$ cat src/common/exec_pkg.sv
package exec_pkg;

    localparam int XLEN        = 32;
    localparam int CNT_STEP    = 8;   // bits examined per cycle by the bit counts
    localparam int CNT_W       = 3;
    localparam int REQ_DEPTH   = 2;   // also the credits upstream starts with
    localparam int RES_CREDITS = 2;
    localparam int MUL_STAGES  = 3;

    typedef enum logic [4:0] {
        ADD,
        SUB,
        AND,
        OR,
        XOR,
        SLL,
        SRL,
        SRA,
        SLT,
        SLTU,
        MUL,
        MULH,
        DIV,
        DIVU,
        REM,
        REMU,
        HDIST,
        PACK,
        REV,
        SH1ADD,
        CTZ,
        CPOP
    } alu_op_e;

    typedef enum logic [2:0] {
        MD_MUL,
        MD_MULH,
        MD_DIV,
        MD_DIVU,
        MD_REM,
        MD_REMU
    } md_op_e;

endpackage
$ cat src/common/muldiv_if.sv
`timescale 1ns/100ps

interface muldiv_if;

    exec_pkg::md_op_e           op;
    logic [exec_pkg::XLEN-1:0]  a;
    logic [exec_pkg::XLEN-1:0]  b;
    logic                       start;   // one cycle, with op, a and b
    logic                       done;
    logic [exec_pkg::XLEN-1:0]  result;

    modport requester (
        output op, a, b, start,
        input  done, result
    );

    modport unit (
        input  op, a, b, start,
        output done, result
    );

endinterface

$ cat src/common/alu_op_if.sv
`timescale 1ns/100ps

interface alu_op_if;

    exec_pkg::alu_op_e          op;
    logic [exec_pkg::XLEN-1:0]  a;
    logic [exec_pkg::XLEN-1:0]  b;
    logic                       valid;   // held with op, a, b until done
    logic                       done;
    logic [exec_pkg::XLEN-1:0]  result;
    logic                       eq;
    logic                       lt;
    logic                       ltu;

    modport ctrl (
        output op, a, b, valid,
        input  done, result, eq, lt, ltu
    );

    modport alu (
        input  op, a, b, valid,
        output done, result, eq, lt, ltu
    );

endinterface

$ cat src/hw/exec_unit.sv
`timescale 1ns/100ps

module exec_unit (
    input  logic                       clk_i,
    input  logic                       rstn_i,
    input  logic                       req_valid_i,
    input  exec_pkg::alu_op_e          req_op_i,
    input  logic [exec_pkg::XLEN-1:0]  req_a_i,
    input  logic [exec_pkg::XLEN-1:0]  req_b_i,
    output logic                       req_credit_o,
    output logic                       res_valid_o,
    output logic [exec_pkg::XLEN-1:0]  res_data_o,
    output logic                       res_eq_o,
    output logic                       res_lt_o,
    output logic                       res_ltu_o,
    input  logic                       res_credit_i
);

    alu_op_if aif ();
    muldiv_if mul_bus ();
    muldiv_if div_bus ();

    exec_ctrl u_ctrl (
        .clk_i        ( clk_i ),
        .rstn_i       ( rstn_i ),
        .req_valid_i  ( req_valid_i ),
        .req_op_i     ( req_op_i ),
        .req_a_i      ( req_a_i ),
        .req_b_i      ( req_b_i ),
        .req_credit_o ( req_credit_o ),
        .res_valid_o  ( res_valid_o ),
        .res_data_o   ( res_data_o ),
        .res_eq_o     ( res_eq_o ),
        .res_lt_o     ( res_lt_o ),
        .res_ltu_o    ( res_ltu_o ),
        .res_credit_i ( res_credit_i ),
        .aif          ( aif )
    );

    alu u_alu (
        .clk_i  ( clk_i ),
        .rstn_i ( rstn_i ),
        .aif    ( aif ),
        .mul_o  ( mul_bus ),
        .div_o  ( div_bus )
    );

    mul_pipe u_mul (
        .clk_i  ( clk_i ),
        .rstn_i ( rstn_i ),
        .md     ( mul_bus )
    );

    div_serial u_div (
        .clk_i  ( clk_i ),
        .rstn_i ( rstn_i ),
        .md     ( div_bus )
    );

endmodule

$ cat src/hw/divider/div_serial.sv
`timescale 1ns/100ps

module div_serial (
    input  logic     clk_i,
    input  logic     rstn_i,
    muldiv_if.unit   md
);

    typedef enum logic [1:0] {
        ST_IDLE,
        ST_RUN,
        ST_DONE
    } state_e;

    state_e                               state_q;
    logic [$clog2(exec_pkg::XLEN)-1:0]    step_q;
    logic [exec_pkg::XLEN-1:0]            quo_q;
    logic [exec_pkg::XLEN-1:0]            rem_q;
    logic [exec_pkg::XLEN-1:0]            dvs_q;
    logic                                 neg_quo_q;
    logic                                 neg_rem_q;
    logic                                 want_rem_q;
    logic                                 sgn_op;
    logic                                 a_neg;
    logic                                 b_neg;
    logic                                 div_zero;
    logic [exec_pkg::XLEN:0]              rem_sh;
    logic [exec_pkg::XLEN:0]              diff;

    assign sgn_op   = md.op inside {exec_pkg::MD_DIV, exec_pkg::MD_REM};
    assign a_neg    = sgn_op && md.a[exec_pkg::XLEN-1];
    assign b_neg    = sgn_op && md.b[exec_pkg::XLEN-1];
    assign div_zero = md.b == '0;

    // one restoring step, the next dividend bit comes out of the quotient register
    assign rem_sh = {rem_q, quo_q[exec_pkg::XLEN-1]};
    assign diff   = rem_sh - {1'b0, dvs_q};

    always_ff @(posedge clk_i) begin
        if (state_q == ST_IDLE && md.start) begin
            want_rem_q <= md.op inside {exec_pkg::MD_REM, exec_pkg::MD_REMU};
            dvs_q      <= b_neg ? -md.b : md.b;
            if (div_zero) begin
                quo_q     <= '1;
                rem_q     <= md.a;   // remainder is the dividend as it came in
                neg_quo_q <= 1'b0;
                neg_rem_q <= 1'b0;
            end else begin
                quo_q     <= a_neg ? -md.a : md.a;
                rem_q     <= '0;
                neg_quo_q <= a_neg ^ b_neg;
                neg_rem_q <= a_neg;
            end
        end else if (state_q == ST_RUN) begin
            quo_q <= {quo_q[exec_pkg::XLEN-2:0], !diff[exec_pkg::XLEN]};
            rem_q <= diff[exec_pkg::XLEN] ? rem_sh[exec_pkg::XLEN-1:0] : diff[exec_pkg::XLEN-1:0];
        end
    end

    always_ff @(posedge clk_i) begin
        if (!rstn_i) begin
            state_q <= ST_IDLE;
            step_q  <= '0;
        end else begin
            case (state_q)
                ST_IDLE: begin
                    step_q <= '0;
                    if (md.start) begin
                        state_q <= div_zero ? ST_DONE : ST_RUN;
                    end
                end
                ST_RUN: begin
                    step_q <= step_q + 1'b1;
                    if (step_q == '1) begin
                        state_q <= ST_DONE;
                    end
                end
                default: state_q <= ST_IDLE;
            endcase
        end
    end

    // MIN / -1 needs no special path, the magnitude quotient wraps to MIN
    assign md.done   = state_q == ST_DONE;
    assign md.result = want_rem_q ? (neg_rem_q ? -rem_q : rem_q)
                                  : (neg_quo_q ? -quo_q : quo_q);

endmodule

$ cat src/hw/multiplier/mul_pipe.sv
`timescale 1ns/100ps

module mul_pipe (
    input  logic     clk_i,
    input  logic     rstn_i,
    muldiv_if.unit   md
);

    logic [exec_pkg::MUL_STAGES-1:0]  vld_q;
    logic [exec_pkg::MUL_STAGES-2:0]  neg_q;
    logic [exec_pkg::MUL_STAGES-2:0]  hi_q;
    logic [exec_pkg::XLEN-1:0]        a_q;
    logic [exec_pkg::XLEN-1:0]        b_q;
    logic [exec_pkg::XLEN-1:0]        pp_ll_q;
    logic [exec_pkg::XLEN-1:0]        pp_lh_q;
    logic [exec_pkg::XLEN-1:0]        pp_hl_q;
    logic [exec_pkg::XLEN-1:0]        pp_hh_q;
    logic [2*exec_pkg::XLEN-1:0]      prod;
    logic [exec_pkg::XLEN-1:0]        res_q;

    // magnitudes are multiplied, so the low word is right for either signedness
    always_comb begin
        prod = {{exec_pkg::XLEN{1'b0}}, pp_ll_q}
             + ({{exec_pkg::XLEN{1'b0}}, pp_lh_q} << (exec_pkg::XLEN/2))
             + ({{exec_pkg::XLEN{1'b0}}, pp_hl_q} << (exec_pkg::XLEN/2))
             + {pp_hh_q, {exec_pkg::XLEN{1'b0}}};
        if (neg_q[exec_pkg::MUL_STAGES-2]) begin
            prod = -prod;
        end
    end

    always_ff @(posedge clk_i) begin
        a_q      <= md.a[exec_pkg::XLEN-1] ? -md.a : md.a;
        b_q      <= md.b[exec_pkg::XLEN-1] ? -md.b : md.b;
        neg_q    <= {neg_q[exec_pkg::MUL_STAGES-3:0], md.a[exec_pkg::XLEN-1] ^ md.b[exec_pkg::XLEN-1]};
        hi_q     <= {hi_q[exec_pkg::MUL_STAGES-3:0], md.op == exec_pkg::MD_MULH};
        pp_ll_q  <= a_q[exec_pkg::XLEN/2-1:0] * b_q[exec_pkg::XLEN/2-1:0];
        pp_lh_q  <= a_q[exec_pkg::XLEN/2-1:0] * b_q[exec_pkg::XLEN-1 -: exec_pkg::XLEN/2];
        pp_hl_q  <= a_q[exec_pkg::XLEN-1 -: exec_pkg::XLEN/2] * b_q[exec_pkg::XLEN/2-1:0];
        pp_hh_q  <= a_q[exec_pkg::XLEN-1 -: exec_pkg::XLEN/2] * b_q[exec_pkg::XLEN-1 -: exec_pkg::XLEN/2];
        res_q    <= hi_q[exec_pkg::MUL_STAGES-2] ? prod[2*exec_pkg::XLEN-1 -: exec_pkg::XLEN]
                                                 : prod[exec_pkg::XLEN-1:0];
    end

    always_ff @(posedge clk_i) begin
        if (!rstn_i) begin
            vld_q <= '0;
        end else begin
            vld_q <= {vld_q[exec_pkg::MUL_STAGES-2:0], md.start};
        end
    end

    assign md.done   = vld_q[exec_pkg::MUL_STAGES-1];
    assign md.result = res_q;

endmodule

$ cat src/hw/alu.sv
`timescale 1ns/100ps

module alu (
    input  logic         clk_i,
    input  logic         rstn_i,
    alu_op_if.alu        aif,
    muldiv_if.requester  mul_o,
    muldiv_if.requester  div_o
);

    logic [exec_pkg::XLEN-1:0]      result;
    logic [exec_pkg::XLEN-1:0]      cnt_src;
    logic [exec_pkg::CNT_STEP-1:0]  slice;
    logic [exec_pkg::XLEN-1:0]      slice_sum;
    logic                           ctz_hit;
    logic [exec_pkg::CNT_W-1:0]     cnt_q;
    logic [exec_pkg::XLEN-1:0]      acc_q;
    logic                           ctz_hit_q;
    logic                           busy_q;
    logic                           md_done_q;
    logic [exec_pkg::XLEN-1:0]      md_res_q;
    logic                           is_mul;
    logic                           is_div;
    logic                           is_cnt;
    logic                           cnt_last;
    logic                           done;

    assign is_mul   = aif.op inside {exec_pkg::MUL, exec_pkg::MULH};
    assign is_div   = aif.op inside {exec_pkg::DIV, exec_pkg::DIVU, exec_pkg::REM, exec_pkg::REMU};
    assign is_cnt   = aif.op inside {exec_pkg::HDIST, exec_pkg::CTZ, exec_pkg::CPOP};
    assign cnt_last = cnt_q == exec_pkg::CNT_W'(exec_pkg::XLEN / exec_pkg::CNT_STEP);

    // mul/div get the operands straight from the bus, start only in the first cycle
    assign mul_o.a     = aif.a;
    assign mul_o.b     = aif.b;
    assign mul_o.op    = (aif.op == exec_pkg::MULH) ? exec_pkg::MD_MULH : exec_pkg::MD_MUL;
    assign mul_o.start = aif.valid && is_mul && !busy_q;
    assign div_o.a     = aif.a;
    assign div_o.b     = aif.b;
    assign div_o.start = aif.valid && is_div && !busy_q;

    always_comb begin
        case (aif.op)
            exec_pkg::DIVU: div_o.op = exec_pkg::MD_DIVU;
            exec_pkg::REM:  div_o.op = exec_pkg::MD_REM;
            exec_pkg::REMU: div_o.op = exec_pkg::MD_REMU;
            default:        div_o.op = exec_pkg::MD_DIV;
        endcase
    end

    // one CNT_STEP slice per cycle, picked by the sequencer count
    always_comb begin
        cnt_src   = (aif.op == exec_pkg::HDIST) ? aif.a ^ aif.b : aif.a;
        slice     = exec_pkg::CNT_STEP'(cnt_src >> (cnt_q * exec_pkg::CNT_STEP));
        slice_sum = '0;
        ctz_hit   = ctz_hit_q;
        for (int i = 0; i < exec_pkg::CNT_STEP; i++) begin
            if (aif.op != exec_pkg::CTZ) begin
                slice_sum = slice_sum + exec_pkg::XLEN'(slice[i]);
            end else if (!ctz_hit && !slice[i]) begin
                slice_sum = slice_sum + 1'b1;
            end else begin
                ctz_hit = 1'b1;   // zeros above the first set bit do not count
            end
        end
    end

    always_comb begin
        result = '0;
        case (aif.op)
            exec_pkg::ADD:    result = aif.a + aif.b;
            exec_pkg::SUB:    result = aif.a - aif.b;
            exec_pkg::AND:    result = aif.a & aif.b;
            exec_pkg::OR:     result = aif.a | aif.b;
            exec_pkg::XOR:    result = aif.a ^ aif.b;
            exec_pkg::SLL:    result = aif.a << aif.b[4:0];
            exec_pkg::SRL:    result = aif.a >> aif.b[4:0];
            exec_pkg::SRA:    result = $signed(aif.a) >>> aif.b[4:0];
            exec_pkg::SLT:    result = exec_pkg::XLEN'(aif.lt);
            exec_pkg::SLTU:   result = exec_pkg::XLEN'(aif.ltu);
            exec_pkg::PACK:   result = {aif.b[exec_pkg::XLEN-1 -: exec_pkg::XLEN/2],
                                        aif.a[exec_pkg::XLEN/2-1:0]};
            exec_pkg::REV: begin
                for (int i = 0; i < exec_pkg::XLEN; i++) begin
                    result[i] = aif.a[exec_pkg::XLEN-1-i];
                end
            end
            exec_pkg::SH1ADD: result = (aif.a << 1) + aif.b;
            exec_pkg::HDIST,
            exec_pkg::CTZ,
            exec_pkg::CPOP:   result = acc_q;
            default:          result = md_res_q;   // all mul/div ops
        endcase
    end

    always_comb begin
        if (is_mul || is_div) begin
            done = aif.valid && md_done_q;
        end else if (is_cnt) begin
            done = aif.valid && cnt_last;
        end else begin
            done = aif.valid;
        end
    end

    assign aif.done   = done;
    assign aif.result = result;
    assign aif.eq     = aif.a == aif.b;
    assign aif.lt     = $signed(aif.a) < $signed(aif.b);
    assign aif.ltu    = aif.a < aif.b;

    always_ff @(posedge clk_i) begin
        if (mul_o.done) begin
            md_res_q <= mul_o.result;
        end else if (div_o.done) begin
            md_res_q <= div_o.result;
        end
    end

    always_ff @(posedge clk_i) begin
        if (!rstn_i) begin
            cnt_q     <= '0;
            acc_q     <= '0;
            ctz_hit_q <= 1'b0;
            busy_q    <= 1'b0;
            md_done_q <= 1'b0;
        end else begin
            if (done || !aif.valid || !is_cnt) begin
                cnt_q     <= '0;
                acc_q     <= '0;
                ctz_hit_q <= 1'b0;
            end else begin
                cnt_q     <= cnt_q + 1'b1;
                acc_q     <= acc_q + slice_sum;
                ctz_hit_q <= ctz_hit;
            end
            busy_q    <= aif.valid && !done && (is_mul || is_div);
            md_done_q <= mul_o.done || div_o.done;   // done reaches the bus a cycle later
        end
    end

endmodule

$ cat src/hw/exec_ctrl.sv
`timescale 1ns/100ps

module exec_ctrl (
    input  logic                       clk_i,
    input  logic                       rstn_i,
    input  logic                       req_valid_i,
    input  exec_pkg::alu_op_e          req_op_i,
    input  logic [exec_pkg::XLEN-1:0]  req_a_i,
    input  logic [exec_pkg::XLEN-1:0]  req_b_i,
    output logic                       req_credit_o,
    output logic                       res_valid_o,
    output logic [exec_pkg::XLEN-1:0]  res_data_o,
    output logic                       res_eq_o,
    output logic                       res_lt_o,
    output logic                       res_ltu_o,
    input  logic                       res_credit_i,
    alu_op_if.ctrl                     aif
);

    exec_pkg::alu_op_e                            q_op [exec_pkg::REQ_DEPTH];
    logic [exec_pkg::XLEN-1:0]                    q_a [exec_pkg::REQ_DEPTH];
    logic [exec_pkg::XLEN-1:0]                    q_b [exec_pkg::REQ_DEPTH];
    logic [$clog2(exec_pkg::REQ_DEPTH)-1:0]       wr_ptr_q;
    logic [$clog2(exec_pkg::REQ_DEPTH)-1:0]       rd_ptr_q;
    logic [$clog2(exec_pkg::REQ_DEPTH+1)-1:0]     count_q;
    logic [$clog2(exec_pkg::RES_CREDITS+1)-1:0]   res_cnt_q;
    logic                                         launched_q;
    logic                                         launch;
    logic                                         pop;

    // the head goes out once a result credit is free, then stays until done
    assign aif.valid = launched_q || (count_q != '0 && res_cnt_q != '0);
    assign aif.op    = q_op[rd_ptr_q];
    assign aif.a     = q_a[rd_ptr_q];
    assign aif.b     = q_b[rd_ptr_q];

    assign launch = aif.valid && !launched_q;   // reserves one result credit
    assign pop    = aif.valid && aif.done;

    always_ff @(posedge clk_i) begin
        if (req_valid_i) begin
            q_op[wr_ptr_q] <= req_op_i;
            q_a[wr_ptr_q]  <= req_a_i;
            q_b[wr_ptr_q]  <= req_b_i;
        end
        if (pop) begin
            res_data_o <= aif.result;
            res_eq_o   <= aif.eq;
            res_lt_o   <= aif.lt;
            res_ltu_o  <= aif.ltu;
        end
    end

    always_ff @(posedge clk_i) begin
        if (!rstn_i) begin
            wr_ptr_q     <= '0;
            rd_ptr_q     <= '0;
            count_q      <= '0;
            res_cnt_q    <= ($clog2(exec_pkg::RES_CREDITS+1))'(exec_pkg::RES_CREDITS);
            launched_q   <= 1'b0;
            res_valid_o  <= 1'b0;
            req_credit_o <= 1'b0;
        end else begin
            if (req_valid_i) begin
                wr_ptr_q <= (wr_ptr_q == exec_pkg::REQ_DEPTH - 1) ? '0 : wr_ptr_q + 1'b1;
            end
            if (pop) begin
                rd_ptr_q <= (rd_ptr_q == exec_pkg::REQ_DEPTH - 1) ? '0 : rd_ptr_q + 1'b1;
            end
            count_q      <= count_q + req_valid_i - pop;
            res_cnt_q    <= res_cnt_q - launch + res_credit_i;
            launched_q   <= aif.valid && !aif.done;
            res_valid_o  <= pop;
            req_credit_o <= pop;   // the freed entry goes back upstream
        end
    end

endmodule

$ cat config.mk
export PLATFORM = sky130hd
export DESIGN_NAME = exec_unit
export DESIGN_NICKNAME = d
export VERILOG_FILES = /design/src/common/exec_pkg.sv /design/src/common/muldiv_if.sv /design/src/common/alu_op_if.sv /design/src/hw/exec_unit.sv /design/src/hw/divider/div_serial.sv /design/src/hw/multiplier/mul_pipe.sv /design/src/hw/alu.sv /design/src/hw/exec_ctrl.sv
export SDC_FILE = /design/constraint.sdc
export NUM_CORES = 2
export LEC_CHECK = 0
export ABC_AREA = 1
export BUFFER_PORTS_ARGS = -buffer_cell sky130_fd_sc_hd__clkbuf_2
export CAP_MARGIN = 5
export CORE_UTILIZATION = 40
export DETAILED_ROUTE_END_ITERATION = 6
export PLACE_DENSITY = 0.64
export SLEW_MARGIN = 40
export SYNTH_ARGS = -nofsm -noshare
export SYNTH_HDL_FRONTEND = slang
export SYNTH_SLANG_ARGS = --single-unit
export TNS_END_PERCENT = 10
$ cat constraint.sdc
create_clock -name clk_i -period 11.25 [get_ports clk_i]
set_input_delay 1.125 -clock clk_i [delete_from_list [all_inputs] [get_ports clk_i]]
set_output_delay 1.125 -clock clk_i [all_outputs]
set_load 0.02 [all_outputs]
# == Word-level counts from Yosys, hierarchy flattened ==
# Memory sizes are Yosys's and may differ from the RTL's. A register that Yosys moved wholly into a read port is not among the register bits.
# Index checks and enable logic that the tools add are counted.
# word_totals
n_memories,3
word_cells,259
reg_bits,450
mem_bits_rw,138
inputBits,73
# mem_list
name,depth,width,read_ports,rd_clocked_by_memory_dff,write_ports,line,source
u_ctrl.q_a,2,32,1,1,1,exec_ctrl.sv:21,logic [exec_pkg::XLEN-1:0] q_a [exec_pkg::REQ_DEPTH];
u_ctrl.q_b,2,32,1,1,1,exec_ctrl.sv:22,logic [exec_pkg::XLEN-1:0] q_b [exec_pkg::REQ_DEPTH];
u_ctrl.q_op,2,5,1,1,1,exec_ctrl.sv:20,exec_pkg::alu_op_e q_op [exec_pkg::REQ_DEPTH];
# classes
eq_ne,33
n_lt_le_gt_ge,2
n_mul,4
muxes,71
reduce_logical,65
shifts,4
n_bitwise,6
n_addsub,35
# op_table
cell,count
two-way mux 32 bit,31
one-hot mux 32 bit (14 select lines),1
adder 32 x 1 -> 32 bit,7
"adder 32 x 1 -> 32 bit, second input constant",7
multiplier 16 x 16 -> 32 bit,4
negator 32 bit,4
adder 32 bit,3
adder 64 x 48 -> 64 bit,1
adder 64 bit,1
less-than comparator 32 bit,2
two-way mux 64 bit,1
negator 64 bit,1
two-way mux 31 bit,2
adder 32 x 48 -> 49 bit,1
"equality test 5 x 4 -> 1 bit, second input constant",8
"equality test 5 bit, second input constant",7
subtractor 33 x 32 -> 33 bit,1
AND 32 bit,1
equality test 32 bit,1
zero test 32 bit,1
bitwise OR 32 bit,1
left shift 32 x 5 -> 32 bit,1
>> shifter 32 x 5 -> 32 bit,1
>> shifter 32 x 6 -> 8 bit,1
other kinds (37),131

# == Logic depth before layout (Yosys ltp) ==
# logic_depth
depth_word,36
ltp_mapped,83
mapped_depth_nobuf,80

# == Cells and area by module ==
# From an unflattened synthesis, not the netlist that was laid out.
# hier_totals
cells_unflattened,11189
hier_area_um2,80682.4
# modules_own_cells
module,instances,cells_per_inst,seq_area_each_um2,area_each_um2
mul_pipe,1,6338,4624.4,46987.6
alu,1,2812,1721.7,16334.4
div_serial,1,1733,3113.0,10875.4
exec_ctrl,1,306,5375.2,6485.0

# == Worst setup path before layout ==
# No wires, ideal clock.
# synth_path
path_type,register -> register
start,reg (tool-made name)
end,reg u_alu.acc_q[31] (netlist bit)
t_arrival_ns,9.638
stages_incl_launch_ff,73
period_less_slack_ns,9.758
path_buffers,6
setup_slack_ns,1.492
path_cell_list,dfxtp_1 buf_6 buf_6 buf_6 buf_2 buf_4 buf_2 o21ai_2 ha_1 inv_1 nand3_1 nand3_1 nand3_1 nand3_1 nand3_1 o21ai_0 ha_1 inv_1 (+37 left out) nor2_1 nor2_1 nor2_1 nor2_1 o21bai_1 a21oi_1 nor3_1 nand3_1 inv_1 nand2_1 nor2_1 nand2_1 inv_1 nand3_1 nor2_1 nand4_1 o21ai_0 a21oi_1
# synth_lines
element,line,source
"end signal, assigned",alu.sv:134,acc_q <= acc_q + slice_sum;
"end, declared",alu.sv:17,logic [exec_pkg::XLEN-1:0] acc_q;

==> flow_summary.ini <==
[status]
status = finished clean

[routing]
wirelength_microns = 336000
firstDrtPassIters = 6
drtIter0Drc = 8131
drc_errors = 0
wl_per_cell_microns = 26.9
vias = 70356
detail-route-antenna-nets = 0
vias_per_cell = 5.63

[grt]
grtUsageTotal = 0.351
grt_pass1_wl_microns = 482000
antenna_found_initial = 45
grt_pass1_vias = 68680
grt_max_degree = 70
grt-ovfl-total = 0

[place]
io_buffers = 109
gp_congestion = 1.06
dp_hpwl_microns = 263000
dpl.cell_count = 12316

[synthesis]
synthSimpleGateAreaFrac = 0.187
synth_edf_count = 304
ys_seq_area_frac = 0.198
synth_top_flop_cell = edfxtp_1
avgSynthCellArea_sq_um = 7.59
synth.distinct_cells = 76
yosys_warnings = 0
async_reset_ff_frac = 0
netlist_instances = 9862
synth_top_family_by_area = adder cells
synthMuxAreaShare = 0.00187
synth_xor_area_frac = 0.0330
synth_compound_area_frac = 0.130
synth_fa_ha_area_frac = 0.327
synth_area_sq_mm = 0.0749
synth_seq_cells = 589

[finish]
layout.nets = 11471
fillers = 18670
drive_gt1_frac = 0.0757
final_cells = 12489
layout_common_cells = nand2_1 (2,146), inv_1 (1,966), fa_1 (799)
final_common_cell = nand2_1
area_growth_pct = 9.47

[sta]
max_freq_mhz = 97.2
min_period_ns = 10.29
fin_crit_sh = 0.914
tns_ns = 0
final_max_slew_viol_count = 0
setup_viol = 0
hold_violations = 0
rsz0062_at_grt = no
worst_pin_slew_ns = 1.04
skew_ns = 0.0895
max_slew_margin = 0.301

[worst_setup_path]
critical_path_class = reg -> reg
critPathMaxFanout = 46
cpPeakStageDelay_ns = 0.37
slowest_stage = dfxtp_4
worstPathArrival_ns = 10.86
worstSetupStartpointType = register
cp_common_cell = nand2_1
crit_required_ns = 11.82
end_kind = register

[clock_network]
cts_hold_buffers = 0
clock_sinks = 589
cts.clk_slew.worst_paths_ns = 0.06
ctsLongestPathBuffers = 3
cts_tree = done
post_cts_buffers = 0
worstSkewPairLatency_ns = 0.76
htreeDepth = 3
cts-buffers-inserted = 78
root_buffer = clkbuf_16

[floorplanning]
rows = 158
die_w_microns = 435
core_area_sq_mm = 0.186
floorplan.die_area_sq_mm = 0.189
ios = 110
initial_core_util = 0.403
dieHeight_microns = 435

[worst_hold_path]
hold_path.class = reg -> reg

[flow_run]
drv_cap = 0
-- stage by stage --
stage                     hold WS (ns)  setup slack [ns]  cell area [sq um]  utilization
after floorplan                  0.310              1.49              74900            -
after global placement           0.317             0.768              79100        0.426
after detailed placement         0.333             0.893              79200        0.427
after CTS                        0.348             0.804              81900        0.441
after global routing             0.348            0.0931              82000        0.442
final                            0.353             0.962              82000        0.442
-- layout make-up --
| class | count | area [sq um] | area share |
|---|---|---|---|
| clock inverters | 39 | 433 | 0.00528 |
| repair buffers | 376 | 2620 | 0.0319 |
| well taps | 2480 | 3100 | 0.0378 |
| diodes | 26 | 65.1 | 0.000794 |
| flip-flops and latches | 589 | 14800 | 0.181 |
| clock buffers | 107 | 2200 | 0.0269 |
| inverters | 2025 | 7610 | 0.0929 |
| multi-input cells | 6847 | 51100 | 0.623 |
-- cells in the mapped netlist, drive strengths merged (15+ instances only) --
master,number,area share
o221ai,26,0.0030
dfxtp,285,0.076
o21a,25,0.0025
nand2,2154,0.11
a221oi,24,0.0028
xor2,205,0.024
nor4,35,0.0031
buf,42,0.0033
nor2,569,0.030
clkbuf,360,0.018
xnor2,77,0.0090
a31oi,62,0.0052
o21bai,31,0.0031
or2,109,0.0091
ha,682,0.11
a21oi,584,0.039
nor3,111,0.0084
o22ai,66,0.0055
fa,799,0.21
a2111oi,16,0.0019
o211ai,55,0.0055
a211oi,15,0.0015
nand3,307,0.021
inv,2011,0.10
nand4,68,0.0057
o21ai,687,0.048
edfxtp,304,0.12
-- flip-flops by register name (all words and copies together) (netlist names), 3 cells and up, named ones only --
| signal | cells |
|---|---|
| u_ctrl.q_a | 64 |
| u_ctrl.q_b | 64 |
| u_alu.acc_q | 32 |
| u_alu.md_res_q | 32 |
| u_ctrl.res_data_o | 32 |
| u_div.dvs_q | 32 |
| u_div.quo_q | 32 |
| u_div.rem_q | 32 |
| u_mul.a_q | 32 |
| u_mul.b_q | 32 |
| u_mul.md.result | 32 |
| u_mul.pp_hh_q | 32 |
| u_mul.pp_hl_q | 32 |
| u_mul.pp_lh_q | 32 |
| u_mul.pp_ll_q | 32 |
| u_ctrl.q_op | 10 |
| u_div.step_q | 5 |
| u_alu.cnt_q | 3 |
| u_mul.vld_q | 3 |
-- cell families after synthesis --
kind of cell,count (synthesis)
xor+xnor,282
fa+ha+maj,1481
other cells,1
flops,589
buf+inv,2427
compound gates,1698
mux,14
simple gates,3370
-- timing repair --
item,in CTS,in global routing
endpoints found under the setup margin,0,3
hold endpoints to repair,0,0
resized for setup,0,3
-- metal layers --
layer / global-route usage / routed length [microns]
met1: 0.475 / 139000
met2: 0.508 / 139000
met3: 0.0807 / 35800
met4: 0.206 / 22100
met5: 0 / 90
-- worst paths after layout --
check / cells past startpoint / startpoint / slack (ns) / to
setup / recovery: 74 / register / 0.96 / u_alu.acc_q[29]$_SDFF_PP0_
hold / removal: 0 / u_mul.hi_q[0]$_DFF_P_ / 0.35 / u_mul.hi_q[1]$_DFF_P_
setup reg to reg: 74 / register / 0.96 / u_alu.acc_q[29]$_SDFF_PP0_
hold reg to reg: 0 / u_mul.hi_q[0]$_DFF_P_ / 0.35 / u_mul.hi_q[1]$_DFF_P_
-- critical path, delay by kind of cell (launching register included) --
kind,cells,cell delay (ns)
DFF,1,0.37
buffers and inverters,17,1.48
adders and majority gates,9,2.28
AOI/OAI and AO/OA,11,1.55
and+or+nand+nor,37,4.41
Power is left out: the tool's default activity adds up to more than one toggle a clock period on the data nets, which glitch-free logic cannot reach.
